**src/source/progmem_pkg.sv**
```systemverilog
`default_nettype none

package progmem_pkg;

    // memory geometry
    localparam int WORDS_PER_BANK  = 2048;                 // words per bank
    localparam int NUM_BANKS       = 4;
    localparam int BANK_IDX_W      = 11;                   // in-bank word index
    localparam int BANK_SEL_W      = 2;                    // bank number
    localparam int MEM_WORD_ADDR_W = 13;                   // word address, whole memory
    localparam int MEM_BYTES       = NUM_BANKS * WORDS_PER_BANK * 4;  // 32 KiB

    // bus widths
    localparam int DATA_W     = 32;
    localparam int STRB_W     = 4;                         // one strobe per byte
    localparam int AXI_ADDR_W = 32;

    typedef enum logic [1:0] {
        OKAY   = 2'd0,
        SLVERR = 2'd2                                      // out-of-range access
    } axil_resp_e;

    typedef enum logic [1:0] {
        IDLE,                                              // ready to accept
        READ_WAIT,                                         // bram data in flight
        READ_RESP,                                         // rvalid held
        WRITE_RESP                                         // bvalid held
    } slave_state_e;

    // single-cycle data port request
    typedef struct packed {
        logic [MEM_WORD_ADDR_W-1:0] word_addr;
        logic [DATA_W-1:0]          wdata;
        logic [STRB_W-1:0]          byte_en;
        logic                       wen;
        logic                       ren;
    } mem_req_t;

    // master-driven axi4-lite signals
    typedef struct packed {
        logic [AXI_ADDR_W-1:0] awaddr;
        logic                  awvalid;
        logic [DATA_W-1:0]     wdata;
        logic [STRB_W-1:0]     wstrb;
        logic                  wvalid;
        logic                  bready;
        logic [AXI_ADDR_W-1:0] araddr;
        logic                  arvalid;
        logic                  rready;
    } axil_req_t;

    // slave-driven axi4-lite signals
    typedef struct packed {
        logic              awready;
        logic              wready;
        axil_resp_e        bresp;
        logic              bvalid;
        logic              arready;
        logic [DATA_W-1:0] rdata;
        axil_resp_e        rresp;
        logic              rvalid;
    } axil_rsp_t;

endpackage

`default_nettype wire

```
**src/source/axil_mem_slave.sv**
```systemverilog
`timescale 1ns/1ps
`default_nettype none

module axil_mem_slave
    import progmem_pkg::*;
(
    input  logic              clk,
    input  logic              reset,
    input  axil_req_t         axil_req,
    output axil_rsp_t         axil_rsp,
    output mem_req_t          mem_req,
    input  logic [DATA_W-1:0] data_rdata    // one cycle after ren
);

    slave_state_e state;

    logic wr_take;                           // aw and w transfer this cycle
    logic rd_take;                           // ar transfers this cycle
    logic wr_err;
    logic rd_err;

    // response registers
    logic              bvalid_q;
    logic              rvalid_q;
    axil_resp_e        bresp_q;
    axil_resp_e        rresp_q;
    logic [DATA_W-1:0] rdata_q;

    // write wins when both are pending in idle
    assign wr_take = (state == IDLE) && axil_req.awvalid && axil_req.wvalid;
    assign rd_take = (state == IDLE) && axil_req.arvalid && !wr_take;

    // range check on the full byte address
    assign wr_err = axil_req.awaddr >= AXI_ADDR_W'(MEM_BYTES);
    assign rd_err = axil_req.araddr >= AXI_ADDR_W'(MEM_BYTES);

    // single-cycle memory request, issued on the acceptance cycle
    always_comb begin
        if (wr_take) begin
            mem_req.word_addr = axil_req.awaddr[MEM_WORD_ADDR_W+1:2];
        end else begin
            mem_req.word_addr = axil_req.araddr[MEM_WORD_ADDR_W+1:2];
        end
        mem_req.wdata   = axil_req.wdata;
        mem_req.byte_en = axil_req.wstrb;
        mem_req.wen     = wr_take && !wr_err;    // out of range writes dropped
        mem_req.ren     = rd_take && !rd_err;
    end

    // control state
    always_ff @(posedge clk) begin
        if (reset) begin
            state    <= IDLE;
            bvalid_q <= 1'b0;
            rvalid_q <= 1'b0;
        end else begin
            case (state)
                IDLE: begin
                    if (wr_take) begin
                        bvalid_q <= 1'b1;        // bram written on this edge
                        state    <= WRITE_RESP;
                    end else if (rd_take) begin
                        state <= READ_WAIT;
                    end
                end
                READ_WAIT: begin
                    rvalid_q <= 1'b1;            // rdata_q loads on same edge
                    state    <= READ_RESP;
                end
                READ_RESP: begin
                    if (axil_req.rready) begin
                        rvalid_q <= 1'b0;
                        state    <= IDLE;
                    end
                end
                WRITE_RESP: begin
                    if (axil_req.bready) begin
                        bvalid_q <= 1'b0;
                        state    <= IDLE;
                    end
                end
                default: state <= IDLE;
            endcase
        end
    end

    // payload, held until the response transfers
    always_ff @(posedge clk) begin
        if (wr_take) begin
            bresp_q <= wr_err ? SLVERR : OKAY;
        end
        if (rd_take) begin
            rresp_q <= rd_err ? SLVERR : OKAY;
        end
        if (state == READ_WAIT) begin
            rdata_q <= (rresp_q == SLVERR) ? '0 : data_rdata;  // zero on error
        end
    end

    // readies are low outside idle, so nothing new during a held response
    always_comb begin
        axil_rsp.awready = wr_take;
        axil_rsp.wready  = wr_take;
        axil_rsp.bresp   = bresp_q;
        axil_rsp.bvalid  = bvalid_q;
        axil_rsp.arready = rd_take;
        axil_rsp.rdata   = rdata_q;
        axil_rsp.rresp   = rresp_q;
        axil_rsp.rvalid  = rvalid_q;
    end

endmodule

`default_nettype wire

```
**config.mk**
```make
export PLATFORM = sky130hd
export DESIGN_NAME = axil_mem_slave
export DESIGN_NICKNAME = d
export VERILOG_FILES = /design/src/source/progmem_pkg.sv /design/src/source/axil_mem_slave.sv
export SDC_FILE = /design/constraint.sdc
export NUM_CORES = 1
export LEC_CHECK = 0
export BUFFER_PORTS_ARGS = -buffer_cell sky130_fd_sc_hd__buf_2
export CAP_MARGIN = 20
export CORE_AREA = 5 5 87 89
export CTS_BUF_LIST = sky130_fd_sc_hd__clkbuf_8
export CTS_CLUSTER_DIAMETER = 50
export DETAILED_ROUTE_END_ITERATION = 12
export DIE_AREA = 0 0 92 94
export PLACE_DENSITY = 0.84
export RECOVER_POWER = 50
export SLEW_MARGIN = 0
export SYNTH_ARGS = -nofsm -noshare
export SYNTH_HDL_FRONTEND = slang
export SYNTH_SLANG_ARGS = --single-unit
```
**constraint.sdc**
```tcl
create_clock -name clk -period 7.31 [get_ports clk]
set_input_delay 1.0965 -clock clk [delete_from_list [all_inputs] [get_ports clk]]
set_output_delay 1.0965 -clock clk [all_outputs]
set_load 0.01 [all_outputs]
```
==> results_dict.tcl <==
set metrics [dict create \
    synth_cells 169 \
    post-place-ws_ps 3880 \
    max_stage_delay_ps 850 \
    cts_hold_buffers 0 \
    ctsLongestPathBuffers 2 \
    viasPerCell 4.39 \
    grt_usage_pct 13.4 \
    hold_path.class "flip-flop to flip-flop" \
    slew_headroom_pct -9.25 \
    critPathMostFrequentCell "buf_2" \
    skew_ps 3.43 \
    grt_pass1_vias 1601 \
    dieWidth_um 92 \
    synth.area.top_cells "edfxtp_1 50%, buf_4 16%, nor2b_1 10%" \
    clkSinkCount 38 \
    antenna_found_initial 0 \
    cts_setup_buffers 0 \
    drcViolationCount 0 \
    grt_max_degree 34 \
    whs_ps 515 \
    outcome "complete, but fails checks" \
    die_h_um 94 \
    floorplan.initialDensity_pct 30.6 \
    routabilityCongestion 0.739 \
    grt_pass1_wl_um 8940 \
    drtAntennaViolNets 0 \
    fin_ws_ps 3300 \
    synth_area_um2 2050 \
    first_iter_violations 59 \
    boundaryPins 231 \
    power_leakage_nw 1.17 \
    ir_drop_mv 0.0645 \
    p_per_area_nw_per_um2 182 \
    yosys.area.top_type "edfxtp_1" \
    finalSetupViolations 0 \
    die_area_um2 8650 \
    crit_path_top_delay_cell "clkbuf_1" \
    fin_nets 423 \
    mostFrequentLayoutCell "buf_2" \
    period_share_pct 54.8 \
    cts_root_buf "clkbuf_8" \
    cts_made_buffers 5 \
    clkSlewWorstSetupHoldPaths_ps 80 \
    finalCriticalPeriod_ps 4010 \
    synth_warnings 0 \
    worst_slew_pin_slew_ps 1640 \
    crit_path_end_kind "output port" \
    maxCapViolCount 1 \
    startpoint_type "input pin" \
    ys_seq_area_share_pct 53.8 \
    layout_common_cells "140 x buf_2, 34 x nor2b_1, 34 x edfxtp_1, 14 x clkbuf_1, 7 x mux2_4" \
    setup_tns_ps 0 \
    drive_above_1_share_pct 56.5 \
    cts_resized 0 \
    diodes 0 \
    synth_top_area_share_pct 49.9 \
    rows 30 \
    worstPathCellList "buf_2 -> nor4bb_1 -> clkbuf_1 -> mux2_2 -> buf_2" \
    h-tree-depth 2 \
    grt_overflow 0 \
    cts_tree "built" \
    core_area_um2 6680 \
    arrival_ps 2910 \
    violations "max-capacitance violations, max-slew violations" \
    path_max_fanout 18 \
    finalMaxSlewViolations 33 \
    synth_seq_cells 38 \
    avgSynthCellArea_um2 12.1 \
    area_growth_pct 28.7 \
    dr.pass1.iters 4 \
    synthDistinctLibCells 24 \
    wire_per_inst_um 17.3 \
    rsz0062_at_grt "no" \
    fmax_mhz 250 \
    io_buffers 152 \
    vias 1604 \
    worst_skew_pair.late_latency_ps 280 \
    routed_wl_um 6320 \
    required_ps 6210 \
    hold_viol 0 \
    path_class "input pin to output port" \
]
==> synth_stat cells (all sizes together) <==
master / n
nor4: 6
nand3: 1
and3: 1
conb: 1
or4: 1
clkbuf: 3
nor3: 2
nor3b: 1
nor2: 5
nand2: 6
nand4: 1
edfxtp: 34
nor2b: 34
mux2: 13
nor4bb: 1
a21oi: 4
dfxtp: 4
nor4b: 1
buf: 45
or3: 2
a21o: 2
nand3b: 1
==> worst paths after layout <==
path / start / slack, ps / cells after the start / endpoint
setup / recovery: axil_req[72] / 3300 / 5 / mem_req[42]
hold / removal: bvalid_q / 510 / 2 / bvalid_q
setup reg to reg: state[0] / 5100 / 2 / rdata_q[23]
hold reg to reg: bvalid_q / 510 / 2 / bvalid_q
==> cell type report <==
cell class	count	area [um2]
clock buffer	5	68.8
clock inverter	3	16.3
fill	651	4050
multi-input combinational	84	588
sequential	38	1100
tap	80	100
timing repair buffer	155	761
==> metrics by stage <==
step                utilization, %  instance area (um2)  instances  power, mW
global route                  39.4                 2640        365      0.502
floorplan                        -                 2050        170      0.326
finish                        39.4                 2640        365      0.479
CTS                           40.0                 2680        365      0.489
detailed placement            38.8                 2590        357      0.353
global placement              38.8                 2590        357      0.349
==> cell families after synthesis <==
logic type | count (synthesis) | share of synthesized area [%]
AOI/OAI and AO/OA | 6 | 1.71
and+or+nand+nor | 63 | 18.2
other | 1 | 0.183
muxes | 13 | 8.43
DFF | 38 | 53.8
buffers and inverters | 48 | 17.7
==> state kept, by name, indices dropped and copies added, names as in the netlist <==
signal,flops
rvalid_q,1
bvalid_q,1
rresp_q,1
state,2
bresp_q,1
rdata_q,32
==> layer usage <==
layer | GRT usage (%) | share of wire (%)
met4 | 5.07 | 1.2
met2 | 27.6 | 58
met5 | 0 | 0
met3 | 4.09 | 10
met1 | 11.9 | 31
==> critical path: cells and delay by family <==
kind | cells | cell delay [ps]
and+or+nand+nor | 1 | 270
buffers and inverters | 3 | 1120
muxes | 1 | 420
==> power breakdown <==
group	total [mW]	leakage, nW	switching, mW	internal [mW]
clock network	0.136	0.0416	0.0705	0.0652
registers	0.256	0.351	0.00522	0.251
logic	0.0873	0.774	0.0418	0.0455
(Power assumes the default switching activity.)
